$ cat src/fix_rx_cfg.svh
// fix receive configuration
`ifndef FIX_RX_CFG_SVH
`define FIX_RX_CFG_SVH

// binary tag number, accumulated from the decimal digits before "="
`define FIX_TAG_W 32

// one value word, eight ascii characters or one binary number
`define FIX_VALUE_W 64

// MsgSeqNum and NewSeqNo width
`define FIX_SEQ_W 32

// highest accepted BeginString, last three chars of "FIX.4.3"
`define FIX_SUPPORTED_VER 24'h342e33

`endif

$ cat src/fix_tags_pkg.sv
// fix wire-level types
`include "fix_rx_cfg.svh"

package fix_tags_pkg;

	// tag numbers the receive path knows about
	typedef enum logic [`FIX_TAG_W-1:0] {
		tag_begin_seq_no   = 7,    // resend request range start
		tag_begin_string   = 8,
		tag_body_length    = 9,
		tag_checksum       = 10,
		tag_end_seq_no     = 16,   // resend request range end
		tag_msg_seq_num    = 34,
		tag_msg_type       = 35,
		tag_new_seq_no     = 36,
		tag_poss_dup       = 43,
		tag_sender_comp_id = 49,
		tag_sending_time   = 52,
		tag_target_comp_id = 56,
		tag_gap_fill       = 123
	} fix_tag_e;

	// single character MsgType codes
	typedef enum logic [7:0] {
		msg_heartbeat  = 8'h30,   // "0"
		msg_test_req   = 8'h31,   // "1"
		msg_resend_req = 8'h32,   // "2"
		msg_seq_reset  = 8'h34,   // "4"
		msg_logout     = 8'h35,   // "5"
		msg_logon      = 8'h41    // "A"
	} fix_msgtype_e;

	// same value word, read as text or as a number depending on the tag
	typedef union packed {
		logic [`FIX_VALUE_W-1:0] text;   // last eight chars, newest in [7:0]
		logic [`FIX_VALUE_W-1:0] num;    // decimal digits folded to binary
	} fix_value_u;

	typedef struct packed {
		logic                  tag_valid;   // strobe, tag complete
		logic [`FIX_TAG_W-1:0] tag;         // held through the value
		logic                  val_valid;   // strobe, value complete
		fix_value_u            val;
		logic                  som;         // with the tag 8 strobe
		logic                  eom;         // with the tag 10 strobe
	} fix_field_t;

endpackage

$ cat src/fix_session_pkg.sv
// fix session-level types
`include "fix_rx_cfg.svh"

package fix_session_pkg;

	// what the message was, as seen by session logic
	typedef enum logic [3:0] {
		cls_none       = 4'd0,   // header rejected before MsgType
		cls_logon      = 4'd1,
		cls_heartbeat  = 4'd2,
		cls_test_req   = 4'd3,
		cls_resend_req = 4'd4,
		cls_seq_reset  = 4'd5,   // reset mode, GapFillFlag absent or N
		cls_gap_fill   = 4'd6,   // sequence reset with GapFillFlag Y
		cls_logout     = 4'd7,
		cls_unknown    = 4'd8    // any other MsgType
	} fix_class_e;

	// one error per message, first match in precedence order
	typedef enum logic [3:0] {
		err_ok                   = 4'd0,
		err_garbled              = 4'd1,   // bad checksum or header order
		err_unsupported_version  = 4'd2,
		err_required_tag_missing = 4'd3,
		err_seq_low              = 4'd4,
		err_seq_high             = 4'd5
	} fix_err_e;

	// Result handed to the session manager on each result pulse.
	// new_seq only carries meaning for sequence reset and gap fill.
	typedef struct packed {
		fix_class_e            msg_class;
		fix_err_e              err;
		logic [`FIX_SEQ_W-1:0] msg_seq;    // MsgSeqNum as received
		logic [`FIX_SEQ_W-1:0] new_seq;    // NewSeqNo, zero when absent
		logic                  poss_dup;   // PossDupFlag was Y
	} fix_rx_result_t;

endpackage

$ cat src/fix_field_parser.sv
// fix tag/value field parser
`timescale 1ns/100ps
`include "fix_rx_cfg.svh"

module fix_field_parser import fix_tags_pkg::*; (
	input  logic       clk,
	input  logic       rst,
	input  logic [7:0] byte_i,
	input  logic       byte_valid_i,
	output fix_field_t field_o
);

	localparam logic [7:0] soh_char = 8'h01;   // field delimiter
	localparam logic [7:0] eq_char  = 8'h3d;   // "="

	logic                  val_phase_q;   // 0 tag digits, 1 value chars
	logic [`FIX_TAG_W-1:0] tag_acc_q;     // tag being built
	fix_value_u            val_acc_q;     // value being built
	logic [`FIX_TAG_W-1:0] tag_q;         // last complete tag
	fix_value_u            val_q;         // last complete value
	logic                  tag_stb_q;
	logic                  val_stb_q;
	logic                  som_q;
	logic                  eom_q;
	logic [7:0]            digit;
	logic                  num_tag;

	assign digit = byte_i - 8'h30;   // wraps high for non-digits

	// numeric tags get the binary view, everything else stays ascii
	always_comb begin
		case (tag_q)
			tag_body_length,
			tag_checksum,
			tag_msg_seq_num,
			tag_new_seq_no,
			tag_begin_seq_no,
			tag_end_seq_no: num_tag = 1'b1;
			default:        num_tag = 1'b0;
		endcase
	end

	always_ff @(posedge clk) begin
		tag_stb_q <= 1'b0;   // strobes last one cycle
		val_stb_q <= 1'b0;
		som_q     <= 1'b0;
		eom_q     <= 1'b0;
		if (rst) begin
			val_phase_q <= 1'b0;
			tag_acc_q   <= '0;
			tag_q       <= '0;
		end else if (byte_valid_i) begin
			if (!val_phase_q) begin
				if (byte_i == eq_char) begin
					// tag done, open the value
					tag_q       <= tag_acc_q;
					tag_stb_q   <= 1'b1;
					som_q       <= (tag_acc_q == tag_begin_string);
					eom_q       <= (tag_acc_q == tag_checksum);
					val_phase_q <= 1'b1;
					tag_acc_q   <= '0;
					val_acc_q   <= '0;
				end else if (byte_i == soh_char) begin
					tag_acc_q <= '0;   // stray delimiter, resync
				end else if (digit < 8'd10) begin
					tag_acc_q <= tag_acc_q * 32'd10 + {24'd0, digit};
				end
			end else if (byte_i == soh_char) begin
				val_q       <= val_acc_q;
				val_stb_q   <= 1'b1;
				val_phase_q <= 1'b0;
			end else if (num_tag) begin
				val_acc_q.num <= val_acc_q.num * 64'd10 + {56'd0, digit};
			end else begin
				val_acc_q.text <= {val_acc_q.text[55:0], byte_i};   // shift in, keep last 8
			end
		end
	end

	assign field_o = '{
		tag_valid: tag_stb_q,
		tag:       tag_q,
		val_valid: val_stb_q,
		val:       val_q,
		som:       som_q,
		eom:       eom_q
	};

endmodule

$ cat src/fix_checksum.sv
// fix trailer checksum
`timescale 1ns/100ps

module fix_checksum import fix_tags_pkg::*; (
	input  logic       clk,
	input  logic       rst,
	input  logic [7:0] byte_i,
	input  logic       byte_valid_i,
	input  fix_field_t field_i,
	output logic       checksum_ok_o
);

	// "8" + "=" are already gone by the time som shows up
	localparam logic [7:0] hdr_sum = 8'h75;

	logic [7:0] sum_q;      // running sum of every byte
	logic [7:0] snap_q;     // sum up to and including the last SOH
	logic [7:0] frozen_q;   // snapshot taken at "10="
	logic [7:0] byte_add;
	logic [7:0] sum_next;

	assign byte_add = byte_valid_i ? byte_i : 8'h00;
	assign sum_next = (field_i.som ? hdr_sum : sum_q) + byte_add;   // restart on som

	always_ff @(posedge clk) begin
		if (rst) begin
			sum_q         <= '0;
			snap_q        <= '0;
			frozen_q      <= '0;
			checksum_ok_o <= 1'b0;
		end else begin
			sum_q <= sum_next;
			if (byte_valid_i && byte_i == 8'h01)
				snap_q <= sum_next;
			if (field_i.tag_valid && field_i.eom)
				frozen_q <= snap_q;   // covers up to the SOH before "10="
			if (field_i.som)
				checksum_ok_o <= 1'b0;
			else if (field_i.val_valid && field_i.tag == tag_checksum)
				checksum_ok_o <= (frozen_q == field_i.val.num[7:0]);   // mod 256
		end
	end

endmodule

$ cat src/fix_rx_msg_processor.sv
// fix receive message processor
`timescale 1ns/100ps
`include "fix_rx_cfg.svh"

module fix_rx_msg_processor import fix_tags_pkg::*, fix_session_pkg::*; (
	input  logic                  clk,
	input  logic                  rst,
	input  fix_field_t            field_i,
	input  logic                  checksum_ok_i,
	input  logic [`FIX_SEQ_W-1:0] expected_seq_i,
	output logic                  result_valid_o,
	output fix_rx_result_t        result_o
);

	// one-hot, header tags in fixed order then free body
	typedef enum logic [10:0] {
		st_idle     = 11'h001,   // wait for 8 with som
		st_ver      = 11'h002,
		st_len_tag  = 11'h004,
		st_len_val  = 11'h008,
		st_seq_tag  = 11'h010,
		st_seq_val  = 11'h020,
		st_type_tag = 11'h040,
		st_type_val = 11'h080,
		st_body     = 11'h100,
		st_cks      = 11'h200,   // tag 10 seen, wait for its value
		st_eval     = 11'h400    // checksum_ok now valid
	} state_e;

	state_e                state_q;
	state_e                state_d;
	logic                  fail;       // header rejected this cycle
	fix_err_e              fail_err;
	logic [`FIX_SEQ_W-1:0] msg_seq_q;
	logic [`FIX_SEQ_W-1:0] new_seq_q;
	fix_value_u            msg_type_q;
	logic                  poss_dup_q;
	logic                  gap_fill_q;
	logic                  has_sender_q;
	logic                  has_target_q;
	logic                  has_time_q;
	logic                  has_begin_q;
	logic                  has_end_q;
	logic                  has_new_seq_q;
	fix_class_e            cls;
	fix_err_e              eval_err;
	logic                  missing;

	function automatic logic is_yes(fix_value_u v);
		return v.text == 64'h59;   // exactly "Y"
	endfunction

	// header walk
	always_comb begin
		state_d  = state_q;
		fail     = 1'b0;
		fail_err = err_garbled;
		case (state_q)
			st_idle: if (field_i.tag_valid && field_i.som) state_d = st_ver;
			st_ver: if (field_i.val_valid) begin
				if (field_i.val.text[23:0] > `FIX_SUPPORTED_VER) begin
					fail     = 1'b1;
					fail_err = err_unsupported_version;
					state_d  = st_idle;
				end else begin
					state_d = st_len_tag;
				end
			end
			st_len_tag: if (field_i.tag_valid) begin
				fail    = (field_i.tag != tag_body_length);
				state_d = fail ? st_idle : st_len_val;
			end
			st_len_val: if (field_i.val_valid) state_d = st_seq_tag;   // length not checked
			st_seq_tag: if (field_i.tag_valid) begin
				fail    = (field_i.tag != tag_msg_seq_num);
				state_d = fail ? st_idle : st_seq_val;
			end
			st_seq_val: if (field_i.val_valid) state_d = st_type_tag;
			st_type_tag: if (field_i.tag_valid) begin
				fail    = (field_i.tag != tag_msg_type);
				state_d = fail ? st_idle : st_type_val;
			end
			st_type_val: if (field_i.val_valid) state_d = st_body;
			st_body: if (field_i.tag_valid && field_i.eom) state_d = st_cks;
			st_cks: if (field_i.val_valid) state_d = st_eval;
			default: state_d = st_idle;   // st_eval lasts one cycle
		endcase
	end

	// MsgType to class, multi-char types end up unknown
	always_comb begin
		cls = cls_unknown;
		if (msg_type_q.text[63:8] == '0) begin
			case (msg_type_q.text[7:0])
				msg_logon:      cls = cls_logon;
				msg_heartbeat:  cls = cls_heartbeat;
				msg_test_req:   cls = cls_test_req;
				msg_resend_req: cls = cls_resend_req;
				msg_seq_reset:  cls = gap_fill_q ? cls_gap_fill : cls_seq_reset;
				msg_logout:     cls = cls_logout;
				default:        cls = cls_unknown;
			endcase
		end
	end

	assign missing = !(has_sender_q && has_target_q && has_time_q)
		|| (cls == cls_resend_req && !(has_begin_q && has_end_q))
		|| ((cls == cls_seq_reset || cls == cls_gap_fill) && !has_new_seq_q);

	// precedence: checksum, tags, low, high; reset mode skips seq checks
	always_comb begin
		if (!checksum_ok_i)
			eval_err = err_garbled;
		else if (missing)
			eval_err = err_required_tag_missing;
		else if (cls != cls_seq_reset && msg_seq_q < expected_seq_i && !poss_dup_q)
			eval_err = err_seq_low;
		else if (cls != cls_seq_reset && msg_seq_q > expected_seq_i)
			eval_err = err_seq_high;
		else
			eval_err = err_ok;
	end

	// field capture, flags cleared when a new message opens
	always_ff @(posedge clk) begin
		if (rst || (state_q == st_idle && state_d == st_ver)) begin
			poss_dup_q    <= 1'b0;
			gap_fill_q    <= 1'b0;
			has_sender_q  <= 1'b0;
			has_target_q  <= 1'b0;
			has_time_q    <= 1'b0;
			has_begin_q   <= 1'b0;
			has_end_q     <= 1'b0;
			has_new_seq_q <= 1'b0;
			new_seq_q     <= '0;
		end else if (field_i.val_valid) begin
			if (state_q == st_seq_val)
				msg_seq_q <= field_i.val.num[`FIX_SEQ_W-1:0];
			if (state_q == st_type_val)
				msg_type_q <= field_i.val;
			if (state_q == st_body) begin
				case (field_i.tag)
					tag_poss_dup:       poss_dup_q   <= is_yes(field_i.val);
					tag_gap_fill:       gap_fill_q   <= is_yes(field_i.val);
					tag_sender_comp_id: has_sender_q <= 1'b1;
					tag_target_comp_id: has_target_q <= 1'b1;
					tag_sending_time:   has_time_q   <= 1'b1;
					tag_begin_seq_no:   has_begin_q  <= 1'b1;
					tag_end_seq_no:     has_end_q    <= 1'b1;
					tag_new_seq_no: begin
						has_new_seq_q <= 1'b1;
						new_seq_q     <= field_i.val.num[`FIX_SEQ_W-1:0];
					end
					default: ;   // other body tags pass by
				endcase
			end
		end
	end

	always_ff @(posedge clk) begin
		if (rst) begin
			state_q        <= st_idle;
			result_valid_o <= 1'b0;
			result_o       <= '0;
		end else begin
			state_q        <= state_d;
			result_valid_o <= fail || (state_q == st_eval);
			if (fail)
				result_o <= '{cls_none, fail_err, '0, '0, 1'b0};
			else if (state_q == st_eval)
				result_o <= '{cls, eval_err, msg_seq_q, new_seq_q, poss_dup_q};
		end
	end

endmodule

$ cat src/fix_seq_tracker.sv
// fix incoming sequence tracker
`timescale 1ns/100ps
`include "fix_rx_cfg.svh"

module fix_seq_tracker import fix_session_pkg::*; (
	input  logic                  clk,
	input  logic                  rst,
	input  logic                  result_valid_i,
	input  fix_rx_result_t        result_i,
	output logic [`FIX_SEQ_W-1:0] expected_seq_o
);

	logic is_reset;   // either flavour of sequence reset
	logic accept;     // clean result this cycle

	assign is_reset = (result_i.msg_class == cls_seq_reset)
		|| (result_i.msg_class == cls_gap_fill);
	assign accept = result_valid_i && (result_i.err == err_ok);

	always_ff @(posedge clk) begin
		if (rst) begin
			expected_seq_o <= (`FIX_SEQ_W)'(1);   // session starts at 1
		end else if (accept) begin
			if (is_reset)
				expected_seq_o <= result_i.new_seq;   // jump to NewSeqNo
			else if (result_i.msg_seq == expected_seq_o)
				expected_seq_o <= expected_seq_o + 1'b1;
			// poss dup below expected is ok but does not move the counter
		end
	end

endmodule

$ cat src/fix_rx_top.sv
// fix receive path top
`timescale 1ns/100ps
`include "fix_rx_cfg.svh"

module fix_rx_top import fix_tags_pkg::*, fix_session_pkg::*; (
	input  logic                  clk,
	input  logic                  rst,
	input  logic [7:0]            byte_i,
	input  logic                  byte_valid_i,
	output logic                  result_valid_o,
	output fix_rx_result_t        result_o,
	output logic [`FIX_SEQ_W-1:0] expected_seq_o
);

	fix_field_t field;         // parser to processor and checksum
	logic       checksum_ok;   // level, valid after tag 10 value

	fix_field_parser u_parser (
		.clk          (clk),
		.rst          (rst),
		.byte_i       (byte_i),
		.byte_valid_i (byte_valid_i),
		.field_o      (field)
	);

	fix_checksum u_checksum (
		.clk           (clk),
		.rst           (rst),
		.byte_i        (byte_i),
		.byte_valid_i  (byte_valid_i),
		.field_i       (field),
		.checksum_ok_o (checksum_ok)
	);

	fix_rx_msg_processor u_proc (
		.clk            (clk),
		.rst            (rst),
		.field_i        (field),
		.checksum_ok_i  (checksum_ok),
		.expected_seq_i (expected_seq_o),
		.result_valid_o (result_valid_o),
		.result_o       (result_o)
	);

	fix_seq_tracker u_seq (
		.clk            (clk),
		.rst            (rst),
		.result_valid_i (result_valid_o),   // counter follows each result
		.result_i       (result_o),
		.expected_seq_o (expected_seq_o)
	);

endmodule

$ cat config.mk
export PLATFORM = sky130hd
export DESIGN_NAME = fix_rx_top
export DESIGN_NICKNAME = d
export VERILOG_FILES = /design/src/fix_tags_pkg.sv /design/src/fix_session_pkg.sv /design/src/fix_field_parser.sv /design/src/fix_checksum.sv /design/src/fix_rx_msg_processor.sv /design/src/fix_seq_tracker.sv /design/src/fix_rx_top.sv
export VERILOG_INCLUDE_DIRS = /design/src
export SDC_FILE = /design/constraint.sdc
export NUM_CORES = 1
export LEC_CHECK = 0
export BUFFER_PORTS_ARGS = -buffer_cell sky130_fd_sc_hd__clkbuf_2
export CORE_UTILIZATION = 40
export DETAILED_ROUTE_END_ITERATION = 8
export PLACE_DENSITY = 0.53
export SLEW_MARGIN = 20
export SYNTH_ARGS = -nofsm -noshare
export SYNTH_HDL_FRONTEND = slang
export SYNTH_SLANG_ARGS = --single-unit
$ cat constraint.sdc
create_clock -name clk -period 9 [get_ports clk]
set_input_delay 0.45 -clock clk [delete_from_list [all_inputs] [get_ports clk]]
set_output_delay 0.45 -clock clk [all_outputs]
set_load 0.005 [all_outputs]
==> impl_metrics.env, run 1 <==
export IMPL_numClockSinks=474
export IMPL_fin_ws_ns=3.90
export IMPL_cap_violations=0
export IMPL_synth_area_leaders="edfxtp_1 24%, dfxtp_1 18%, ha_1 10%, nand2_1 6.1%, a21oi_1 5.7%"
export IMPL_antenna_cells=0
export IMPL_hold_end="u_parser.val_acc_q[0]"
export IMPL_synth_cells=3145
export IMPL_area_delta_synth_final_pct=10.1
export IMPL_rows=97
export IMPL_wl_per_cell_um=19.5
export IMPL_r2r_slack_ns=3.90
export IMPL_cts_resized_gates=0
export IMPL_ant_nets=0
export IMPL_hold_buffers=0
export IMPL_numPortBuffers=115
export IMPL_start_util_pct=40.6
export IMPL_hold_violations=0
export IMPL_grt_pass1_vias=22319
export IMPL_rsz0062_at_grt="false"
export IMPL_required_ns=9.29
export IMPL_r2r_start="u_parser.val_acc_q[20]"
export IMPL_worst_r2r_cell_count=15
export IMPL_syn_area_um2=28500
export IMPL_setup_tns_ns=0
export IMPL_nNetsFinal=3430
export IMPL_critPathLaunch="u_parser.val_acc_q[20]"
export IMPL_drc_errors=0
export IMPL_worst_setup_path_end_kind="flop"
export IMPL_max_slew_margin_pct=28.0
export IMPL_ys_seq_elements=474
export IMPL_nFillCells=6793
export IMPL_cts_root_buf="clkbuf_16"
export IMPL_power_density_nw_per_um2=141
export IMPL_crit_path_start_kind="flop"
export IMPL_die_w_um=269
export IMPL_dp_final_hpwl_mm=61.8
export IMPL_critPathKind="reg2reg"
export IMPL_rr_endpoint="u_parser.val_acc_q[51]"
export IMPL_drive_gt1_share_pct=9.09
export IMPL_final_setup_viol_count=0
export IMPL_clock_path_buffers=3
export IMPL_status="finished clean"
export IMPL_num_vias=23238
export IMPL_synth_edf_count=224
export IMPL_cts_setup_buffers=0
export IMPL_grt_usage_pct=22.1
export IMPL_gp_congestion=0.915
export IMPL_syn_area_per_cell_um2=9.06
export IMPL_synth_top_area_share_pct=23.6
export IMPL_crit_chain="ha_1, ha_1, a21oi_1, o21ai_0, a211oi_1, o21ai_0, nor3_2, a21boi_0, xor2_1, and4_2, nand4_2, or3_4, nor4_4, xnor2_1, a21oi_1"
export IMPL_hold_depth=2
export IMPL_ir_worst_vdd_v=0.000160
export IMPL_yosysTopAreaCell="edfxtp_1"
export IMPL_vias_per_cell=5.58
export IMPL_cp_max_fo=8
export IMPL_slowest_stage="nor3_2"
export IMPL_cpPeakStageDelay_ns=0.55
export IMPL_drt_wl_total_mm=81.0
export IMPL_fin_skew_ns=0.0335
export IMPL_dp_cells=4069
export IMPL_ys_types=114
export IMPL_clk_pin_slew_ns=0.06
export IMPL_critPathArrivalTime_ns=5.39
export IMPL_design_die_area_um2=72300
export IMPL_grt_ovfl_total=0
export IMPL_p_leak_uw=0.0114
export IMPL_drv_slew=0
export IMPL_grt_pass1_wl_mm=126
export IMPL_synth_yosys_seq_area_share_pct=41.1
export IMPL_htree_levels=2
export IMPL_antenna_found_initial=0
export IMPL_clk_latency_ns=0.60
export IMPL_tightest_slew_ns=1.08
export IMPL_fin_cells=4165
export IMPL_hold_path_startpoint="byte_i[0]"
export IMPL_ios=117
export IMPL_grt_max_degree=99
export IMPL_min_period_over_period_pct=56.7
export IMPL_cts_tree="built"
export IMPL_hold_path_class="in2reg"
export IMPL_core_um2=70300
export IMPL_cts_buffers=52
export IMPL_syn_num_nets=3392
export IMPL_synth_ff_type="dfxtp_1"
export IMPL_fp_dieH_um=269
export IMPL_drt_initial_drc_count=1611
export IMPL_fmax_mhz=196
export IMPL_first_pass_iters=6
export IMPL_dp_worst_setup_slack_ns=3.95
export IMPL_layout_min_cycle_time_ns=5.10
export IMPL_synth_async_sr_flop_share_pct=0
export IMPL_ys_warn_count=0
state kept, by name (all words and copies together) (netlist names), 8 cells and up:
| signal | flops |
|---|---|
| u_seq.expected_seq_o | 32 |
| u_proc.msg_type_q | 64 |
| u_proc.result_o | 72 |
| u_parser.tag_acc_q | 32 |
| u_proc.state_q | 11 |
| u_proc.msg_seq_q | 32 |
| u_checksum.snap_q | 8 |
| u_parser.val_q | 64 |
| u_proc.new_seq_q | 32 |
| u_parser.val_acc_q | 64 |
| u_checksum.frozen_q | 8 |
| u_checksum.sum_q | 8 |
| u_parser.tag_q | 32 |
worst max-delay path, delay by kind of cell, from the launching register on:
| family | cells | cell delay (ns) |
|---|---|---|
| XOR/XNOR | 2 | 0.47 |
| flip-flops | 1 | 0.46 |
| AO/OA/AOI/OAI | 6 | 1.31 |
| adder cells (fa/ha/maj) | 2 | 0.77 |
| AND/OR/NAND/NOR | 5 | 1.79 |
through the flow:
step | hold WS, ns | utilization, % | power (µW) | instance area (µm²)
after CTS | 0.190 | 44.7 | 4480 | 31400
after detailed placement | 0.406 | 42.3 | 2400 | 29700
after global placement | 0.409 | 42.3 | 2400 | 29700
after global routing | 0.210 | 44.7 | 4580 | 31400
after floorplan | 0.400 | - | 2380 | 28500
final | 0.231 | 44.7 | 4430 | 31400
worst max-delay path by stage:
stage	end	slack (ns)	cells after the start
floorplan	u_parser.val_acc_q[0]	2.41	5
global placement	u_parser.val_acc_q[63]	4.04	15
detailed placement	u_parser.val_acc_q[51]	3.95	15
CTS	u_parser.val_acc_q[51]	3.91	15
global route	u_parser.val_acc_q[63]	3.59	15
finish	u_parser.val_acc_q[51]	3.90	15
kinds of logic after synthesis:
group	Yosys count	share of synthesized area [%]
and+or+nand+nor	1203	20.5
adders and majority gates	236	10.5
other	1	0.0132
muxes	9	0.320
buffers and inverters	238	3.77
xor gates and xnor gates	206	6.40
AOI/OAI and AO/OA	778	17.3
DFF	474	41.1
routing by layer:
metal  wire length [µm]  global-route usage [%]  vias to the layer above  share of wire, %
met5                  0                       0                        -                 0
met4               1820                    5.76                        0               2.2
met3               3330                    2.55                       98               4.1
met2              37600                    37.0                      548                46
met1              38200                    30.2                    11042                47
li1                   -                       -                    11550                 -
Yosys cell counts, types with 25 or more instances:
master	number
a211oi_1	62
a21o_1	40
a21oi_1	326
a22oi_1	36
clkbuf_1	110
dfxtp_1	250
edfxtp_1	224
ha_1	231
inv_1	84
nand2_1	466
nand2b_1	26
nand3_1	68
nand4_1	77
nor2_1	256
nor2b_1	28
nor3_1	66
nor4_1	65
o21a_1	27
o21ai_0	112
o31ai_1	25
xnor2_1	148
xor2_1	56
where the power goes:
group,switching [µW],internal (µW),total (µW)
Combinational,73.6,39.2,113
Sequential,2.84,2240,2250
Clock,894,1180,2070
cell type report:
| class | instances | area, µm² | share of cell area [%] |
|---|---|---|---|
| inverter | 85 | 319 | 1.02 |
| timing repair buffer | 137 | 743 | 2.37 |
| clock inverter | 27 | 241 | 0.770 |
| tap | 940 | 1180 | 3.75 |
| multi-input combinational | 2433 | 15700 | 50.2 |
| sequential | 474 | 11700 | 37.4 |
| clock buffer | 69 | 1420 | 4.51 |
cell usage in the layout (no fill, tap or decap), drive strengths merged, types with 12 or more instances in the layout:
master    n
edfxtp  224
nand2b   27
clkbuf  183
clkinv   17
nor2    256
and2     21
xor2     56
o21bai   21
nand4    80
nand2   466
or2      12
a31oi    13
ha      231
inv      89
buf      23
o21a     27
dfxtp   250
o21ai   119
o211ai   13
xnor2   149
or3      19
nand3    70
a21oi   330
nor2b    28
a22oi    36
o31ai    28
and3     24
a21o     41
a211oi   65
nor4     70
nor3     69
Note: power is estimated with default switching activity, not from simulation.
==> inputs of run 2 (changes only) <==
==> constraint.sdc (replaced) <==
create_clock -name clk -period 4.8 [get_ports clk]
set_input_delay 0.24 -clock clk [delete_from_list [all_inputs] [get_ports clk]]
set_output_delay 0.24 -clock clk [all_outputs]
set_load 0.005 [all_outputs]
==> run 2 against run 1 <==
Against the previous run: non-clock buffer count grew 84; global-route usage shrank 0.068 points; register-to-register slack lost 3.7 ns; critical endpoint is now u_parser.val_acc_q[58]; via count grew 1.8%; cell count grew 1.8%; core utilization grew 1.1 points; critical path type unchanged; highest routed layer is now met5; worst setup slack lost 3.7 ns; hold slack lost 0.19 ns.
==> impl_metrics.env, run 2 (same netlist as run 1, synthesis figures left out) <==
export IMPL_rows=97
export IMPL_die_w_um=269
export IMPL_hold_end="u_checksum.snap_q[1]"
export IMPL_required_ns=5.10
export IMPL_hold_violations=0
export IMPL_dp_worst_setup_slack_ns=0.0948
export IMPL_num_vias=23654
export IMPL_ios=117
export IMPL_critPathKind="reg2reg"
export IMPL_r2r_slack_ns=0.15
export IMPL_hold_depth=2
export IMPL_regMostFlops="u_proc.result_o"
export IMPL_use_met3_pct=2.40
export IMPL_grt_max_degree=73
export IMPL_cts_buffers=49
export IMPL_numClockSinks=474
export IMPL_drc_errors=0
export IMPL_ir_worst_vdd_v=0.000222
export IMPL_top_usage_layer="met2"
export IMPL_antenna_found_initial=1
export IMPL_start_util_pct=40.6
export IMPL_numPortBuffers=115
export IMPL_rr_endpoint="u_parser.val_acc_q[58]"
export IMPL_worst_r2r_cell_count=16
export IMPL_critPathArrivalTime_ns=4.95
export IMPL_dp_final_hpwl_mm=62.5
export IMPL_drt_initial_drc_count=1402
export IMPL_cp_max_fo=7
export IMPL_ant_nets=0
export IMPL_status="finished clean"
export IMPL_r2r_start="u_parser.val_acc_q[7]"
export IMPL_design_die_area_um2=72300
export IMPL_worst_hold_slack_ns=0.0387
export IMPL_cap_violations=0
export IMPL_core_um2=70300
export IMPL_use_met2_pct=37.4
export IMPL_first_pass_iters=5
export IMPL_hold_path_startpoint="rst"
export IMPL_drv_slew=0
export IMPL_area_delta_synth_final_pct=12.8
export IMPL_cts_root_buf="clkbuf_16"
export IMPL_htree_levels=2
export IMPL_grt_ovfl_total=0
export IMPL_post_dp_cell_area_um2=30300
export IMPL_worst_setup_path_end_kind="flop"
export IMPL_clk_latency_ns=0.59
export IMPL_crit_path_start_kind="flop"
export IMPL_max_slew_margin_pct=25.2
export IMPL_power_density_nw_per_um2=254
export IMPL_gr_usage_met1_pct=29.6
export IMPL_drt_wl_total_mm=81.3
export IMPL_drive_gt1_share_pct=12.1
export IMPL_final_cell_mix="465 x nand2_1, 324 x a21oi_1, 250 x nor2_1, 250 x dfxtp_1, 224 x edfxtp_1"
export IMPL_clock_path_buffers=3
export IMPL_clk_pin_slew_ns=0.06
export IMPL_fmax_mhz=215
export IMPL_stdcell_area_um2=32200
export IMPL_min_period_over_period_pct=96.9
export IMPL_tightest_slew_ns=1.11
export IMPL_grt_usage_pct=22.0
export IMPL_grt_pass1_wl_mm=126
export IMPL_layout_min_cycle_time_ns=4.65
export IMPL_gp_congestion=0.914
export IMPL_grt_pass1_vias=22584
export IMPL_vias_per_cell=5.58
export IMPL_final_common_cell="nand2_1"
export IMPL_final_setup_viol_count=0
export IMPL_largest_reg_flops=72
export IMPL_antenna_cells=0
export IMPL_cts_tree="built"
export IMPL_fin_skew_ns=0.0262
export IMPL_fp_dieH_um=269
export IMPL_p_leak_uw=0.0117
export IMPL_nNetsFinal=3511
export IMPL_hold_path_class="in2reg"
export IMPL_fin_ws_ns=0.148
export IMPL_wl_per_cell_um=19.2
==> run 2: changes by cell type in the layout (fill, tap and decap cells not counted), sizes merged <==
| cell | before | now |
|---|---|---|
| inv | 89 | 86 |
| clkinv | 17 | 12 |
| dlygate4sd3 | 0 | 1 |
| clkbuf | 183 | 186 |
| bufinv | 2 | 3 |
| buf | 23 | 106 |
| clkinvlp | 4 | 0 |
==> run 2: power by group <==
part           switching [µW]  internal, µW  total, µW
Clock                    1580          2140       3720
Sequential               4.80          4210       4210
Combinational             147          79.0        226
==> run 2: area by class of cell <==
class	instances	area [µm²]
well taps	940	1180
repair buffers	221	1410
multi-input cells	2433	16000
fillers	6790	38100
clock inverters	16	181
flip-flops and latches	474	11700
inverters	85	319
clock buffers	72	1370
==> run 2: worst max-delay path, stage by stage, from the launching register on <==
cell      delay, ns
edfxtp_1       0.47
ha_1           0.33
ha_2           0.40
o211ai_1       0.15
o211ai_1       0.32
a21oi_4        0.15
o31ai_4        0.38
a211oi_4       0.14
buf_4          0.18
o41ai_4        0.32
xor2_1         0.28
nor4b_4        0.36
nand4_1        0.22
nor4_4         0.22
and3b_1        0.22
xnor2_1        0.14
a211oi_2       0.09
==> run 2: metal layers <==
layer  wire length (µm)  vias to the layer above
met3               3310                      107
li1                   -                    11672
met1              38000                    11259
met5                 13                        -
met4               2060                        2
met2              37900                      614
==> run 2: worst max-delay path by stage <==
stage	startpoint	end	depth (start not counted)
2_1_floorplan	u_proc.state_q[1]	u_proc.msg_type_q[0]	11
3_3_place_gp	u_parser.val_acc_q[1]	u_parser.val_acc_q[51]	17
3_5_place_dp	u_parser.val_acc_q[1]	u_parser.val_acc_q[51]	17
4_1_cts	u_parser.val_acc_q[1]	u_parser.val_acc_q[58]	16
5_1_grt	u_parser.val_acc_q[2]	u_parser.val_acc_q[58]	15
6_report	u_parser.val_acc_q[7]	u_parser.val_acc_q[58]	16
==> run 2: repair_timing <==
item | 4_1_cts | 5_1_grt
endpoints found under the hold margin | 1 | 0
resized for setup | 0 | 46
setup endpoints to repair | 0 | 29
buffers inserted | 0 | 7
hold buffers | 1 | 0
==> run 2: per-stage QoR <==
stage	std cells	setup TNS, ns	power (µW)	util (%)
after floorplan	3145	0	4450	-
after global placement	4144	0	4510	43.2
after detailed placement	4145	0	4520	43.2
after CTS	4234	0	8250	45.4
after global routing	4241	-0.143	8420	45.8
final	4241	0	8150	45.8
==> inputs of run 3 (changes only) <==
--- a/config.mk
+++ b/config.mk
@@ -6,10 +6,13 @@
 export SDC_FILE = /design/constraint.sdc
 export NUM_CORES = 1
 export LEC_CHECK = 0
+export ABC_AREA = 1
 export BUFFER_PORTS_ARGS = -buffer_cell sky130_fd_sc_hd__clkbuf_2
 export CORE_UTILIZATION = 40
 export DETAILED_ROUTE_END_ITERATION = 8
+export HOLD_SLACK_MARGIN = 0.1
 export PLACE_DENSITY = 0.53
+export REMOVE_ABC_BUFFERS = 1
 export SLEW_MARGIN = 20
 export SYNTH_ARGS = -nofsm -noshare
 export SYNTH_HDL_FRONTEND = slang
==> run 3 against run 2 <==
Against the previous run: synthesized cell count rose by 40%; combinational power rose by 16%; clock skew rose by 0.0042 ns; sequential share of layout area fell by 2.9 points; routed wire length rose by 21%; die area rose by 9.9%; cell count rose by 31%; hold slack improved by 0.14 ns; highest routed layer is now met4.
==> impl_metrics.env, run 3 <==
export IMPL_status="finished clean"
export IMPL_largest_reg_flops=72
export IMPL_final_cell_mix="1,273 x nand2_1, 636 x inv_1, 377 x nor2_1, 373 x a21oi_1, 250 x dfxtp_1"
export IMPL_ys_seq_elements=474
export IMPL_synth_simple_area_share_pct=29.4
export IMPL_synth_top_family_by_area="simple AND/OR/NAND/NOR gates"
export IMPL_numPortBuffers=115
export IMPL_fmax_mhz=233
export IMPL_drive_gt1_share_pct=7.14
export IMPL_p_total_uw=8730
export IMPL_synth_async_sr_flop_share_pct=0
export IMPL_critPathKind="reg2reg"
export IMPL_synth_top_area_share_pct=21.5
export IMPL_antenna_found_initial=0
export IMPL_muxShareOfSynthArea_pct=0.0319
export IMPL_synth_cells=4393
export IMPL_switching_share_pct=21.4
export IMPL_hold_violations=0
export IMPL_clock_path_buffers=3
export IMPL_drt_wl_total_mm=98.7
export IMPL_p_leak_uw=0.0157
export IMPL_ant_nets=0
export IMPL_cts_root_buf="clkbuf_16"
export IMPL_synth_adder_area_share_pct=9.54
export IMPL_fin_skew_ns=0.0304
export IMPL_stdcell_area_um2=34900
export IMPL_comb_power_share_pct=3.0
export IMPL_die_w_um=282
export IMPL_yosys_top_cells_count="1,274 x nand2_1, 636 x inv_1, 379 x nor2_1"
export IMPL_dp_final_hpwl_mm=79.2
export IMPL_p_sw_uw=1860
export IMPL_fin_ws_ns=0.501
export IMPL_synth_yosys_seq_area_share_pct=37.4
export IMPL_synth_most_common_cell="nand2_1"
export IMPL_core_um2=77500
export IMPL_post_dp_cell_area_um2=33100
export IMPL_seqPwrFrac_pct=48.3
export IMPL_syn_area_um2=31300
export IMPL_grt_ovfl_total=0
export IMPL_clk_latency_ns=0.59
export IMPL_drv_slew=0
export IMPL_ys_warn_count=0
export IMPL_num_vias=28589
export IMPL_clk_pin_slew_ns=0.06
export IMPL_cap_violations=0
export IMPL_start_util_pct=40.5
export IMPL_min_period_over_period_pct=89.6
export IMPL_setup_tns_ns=0
export IMPL_synth_xor_xnor_area_share_pct=3.49
export IMPL_hold_path_class="in2reg"
export IMPL_ys_types=59
export IMPL_rsz0062_at_grt="false"
export IMPL_power_density_nw_per_um2=250
export IMPL_synth_ff_type="dfxtp_1"
export IMPL_cts_buffers=50
export IMPL_final_setup_viol_count=0
export IMPL_rows=102
export IMPL_design_die_area_um2=79500
export IMPL_htree_levels=2
export IMPL_synth_area_leaders="edfxtp_1 21%, dfxtp_1 16%, nand2_1 15%, ha_1 9.2%, inv_1 7.6%"
export IMPL_max_slew_margin_pct=29.8
export IMPL_critPathArrivalTime_ns=4.61
export IMPL_required_ns=5.11
export IMPL_first_pass_iters=6
export IMPL_nNetsFinal=4732
export IMPL_p_int_uw=6860
export IMPL_final_common_cell="nand2_1"
export IMPL_grt_pass1_wl_mm=154
export IMPL_area_delta_synth_final_pct=11.3
export IMPL_synth_compound_area_share_pct=11.1
export IMPL_worst_setup_path_end_kind="flop"
export IMPL_cp_max_fo=4
export IMPL_layout_min_cycle_time_ns=4.30
export IMPL_pwr_share_clk_pct=48.7
export IMPL_regMostFlops="u_proc.result_o"
export IMPL_grt_max_degree=107
export IMPL_ios=117
export IMPL_worst_hold_slack_ns=0.179
export IMPL_synth_edf_count=224
export IMPL_numClockSinks=474
export IMPL_tightest_slew_ns=1.05
export IMPL_yosysTopAreaCell="edfxtp_1"
export IMPL_ir_worst_vdd_v=0.000225
export IMPL_dp_worst_setup_slack_ns=0.515
export IMPL_vias_per_cell=5.14
export IMPL_crit_path_start_kind="flop"
export IMPL_cts_tree="built"
export IMPL_drc_errors=0
export IMPL_grt_usage_pct=24.9
export IMPL_gp_congestion=0.933
export IMPL_syn_area_per_cell_um2=7.13
export IMPL_drt_initial_drc_count=2199
export IMPL_wl_per_cell_um=17.7
export IMPL_grt_pass1_vias=26737
export IMPL_fp_dieH_um=282
## run 3: cell types whose count changed in the layout (fill, tap and decap cells not counted), moves of 80 or more
cell,before,now
nand3_1,66,199
buf_4,103,23
o21ai_0,110,197
inv_1,84,636
nor2_1,250,377
xnor2_1,146,53
nand2_1,465,1273
## run 3: final timing paths
path	depth (start not counted)	from	to	slack, ns
worst max-delay path	22	u_parser.val_acc_q[3]	u_parser.val_acc_q[49]	0.50
worst min-delay path	3	byte_i[4]	u_parser.val_acc_q[4]	0.18
worst max register to register	22	u_parser.val_acc_q[3]	u_parser.val_acc_q[49]	0.50
worst min register to register	2	u_checksum.snap_q[6]	u_checksum.frozen_q[6]	0.42
## run 3: metal layers
metal	GRT usage [%]	vias to the layer above	part of all wire (%)
li1	-	14580	-
met1	37.2	13205	50
met2	38.8	712	43
met3	2.10	92	4.6
met4	4.91	0	1.7
met5	0	-	0
## run 3: layout make-up
cell class                 count  area, µm²
antenna                        1       2.50
multi-input combinational   3178      16900
inverter                     641       2410
tap                         1040       1300
clock buffer                  59       1330
clock inverter                34        468
timing repair buffer         140        778
fill                        8060      42600
sequential                   474      11700
## run 3: timing repair
action / CTS / global route
buffers inserted: 0 / 0
gates resized for setup: 0 / 0
hold endpoints to repair: 2 / 0
hold buffers: 1 / 0
## run 3: kinds of logic (layout without fill, tap and decap cells)
| logic type | count (synthesis) | count (layout) |
|---|---|---|
| adder cells (fa/ha/maj) | 236 | 236 |
| flip-flops | 474 | 474 |
| XOR/XNOR | 124 | 124 |
| buffers and inverters | 741 | 874 |
| AND/OR/NAND/NOR | 2161 | 2161 |
| other | 1 | 2 |
| multiplexers | 1 | 1 |
| AO/OA/AOI/OAI | 655 | 655 |
## run 3: through the flow
step,utilization (%),instances
finish,45.0,5567
global route,45.0,5566
CTS,45.0,5566
detailed placement,42.7,5472
global placement,42.7,5472
floorplan,-,4293
## run 3: critical path: stages (launching register included)
cell and delay [ns]:
edfxtp_1 0.48, ha_1 0.32, ha_1 0.28, fa_1 0.45, xor2_1 0.18, ha_1 0.36
nand2_1 0.10, inv_1 0.08, nand4_1 0.07, nand3_1 0.11, nand3_1 0.08, nand2_1 0.13
nand2_1 0.14, nor2_4 0.19, nand3_4 0.14, nor2_8 0.15, nand2_2 0.09, nor2_2 0.19
nand2_1 0.13, nor2_1 0.14, nand3_1 0.09, nand2_1 0.08, a21oi_1 0.05
## run 3: power by group through the flow
stage / clock, µW / combinational [µW] / sequential [µW]
2_1_floorplan: 0 / 170 / 4300
4_1_cts: 4330 / 262 / 4210
6_report: 4250 / 263 / 4210
3_3_place_gp: 0 / 259 / 4300
3_5_place_dp: 0 / 260 / 4300
5_1_grt: 4500 / 295 / 4210
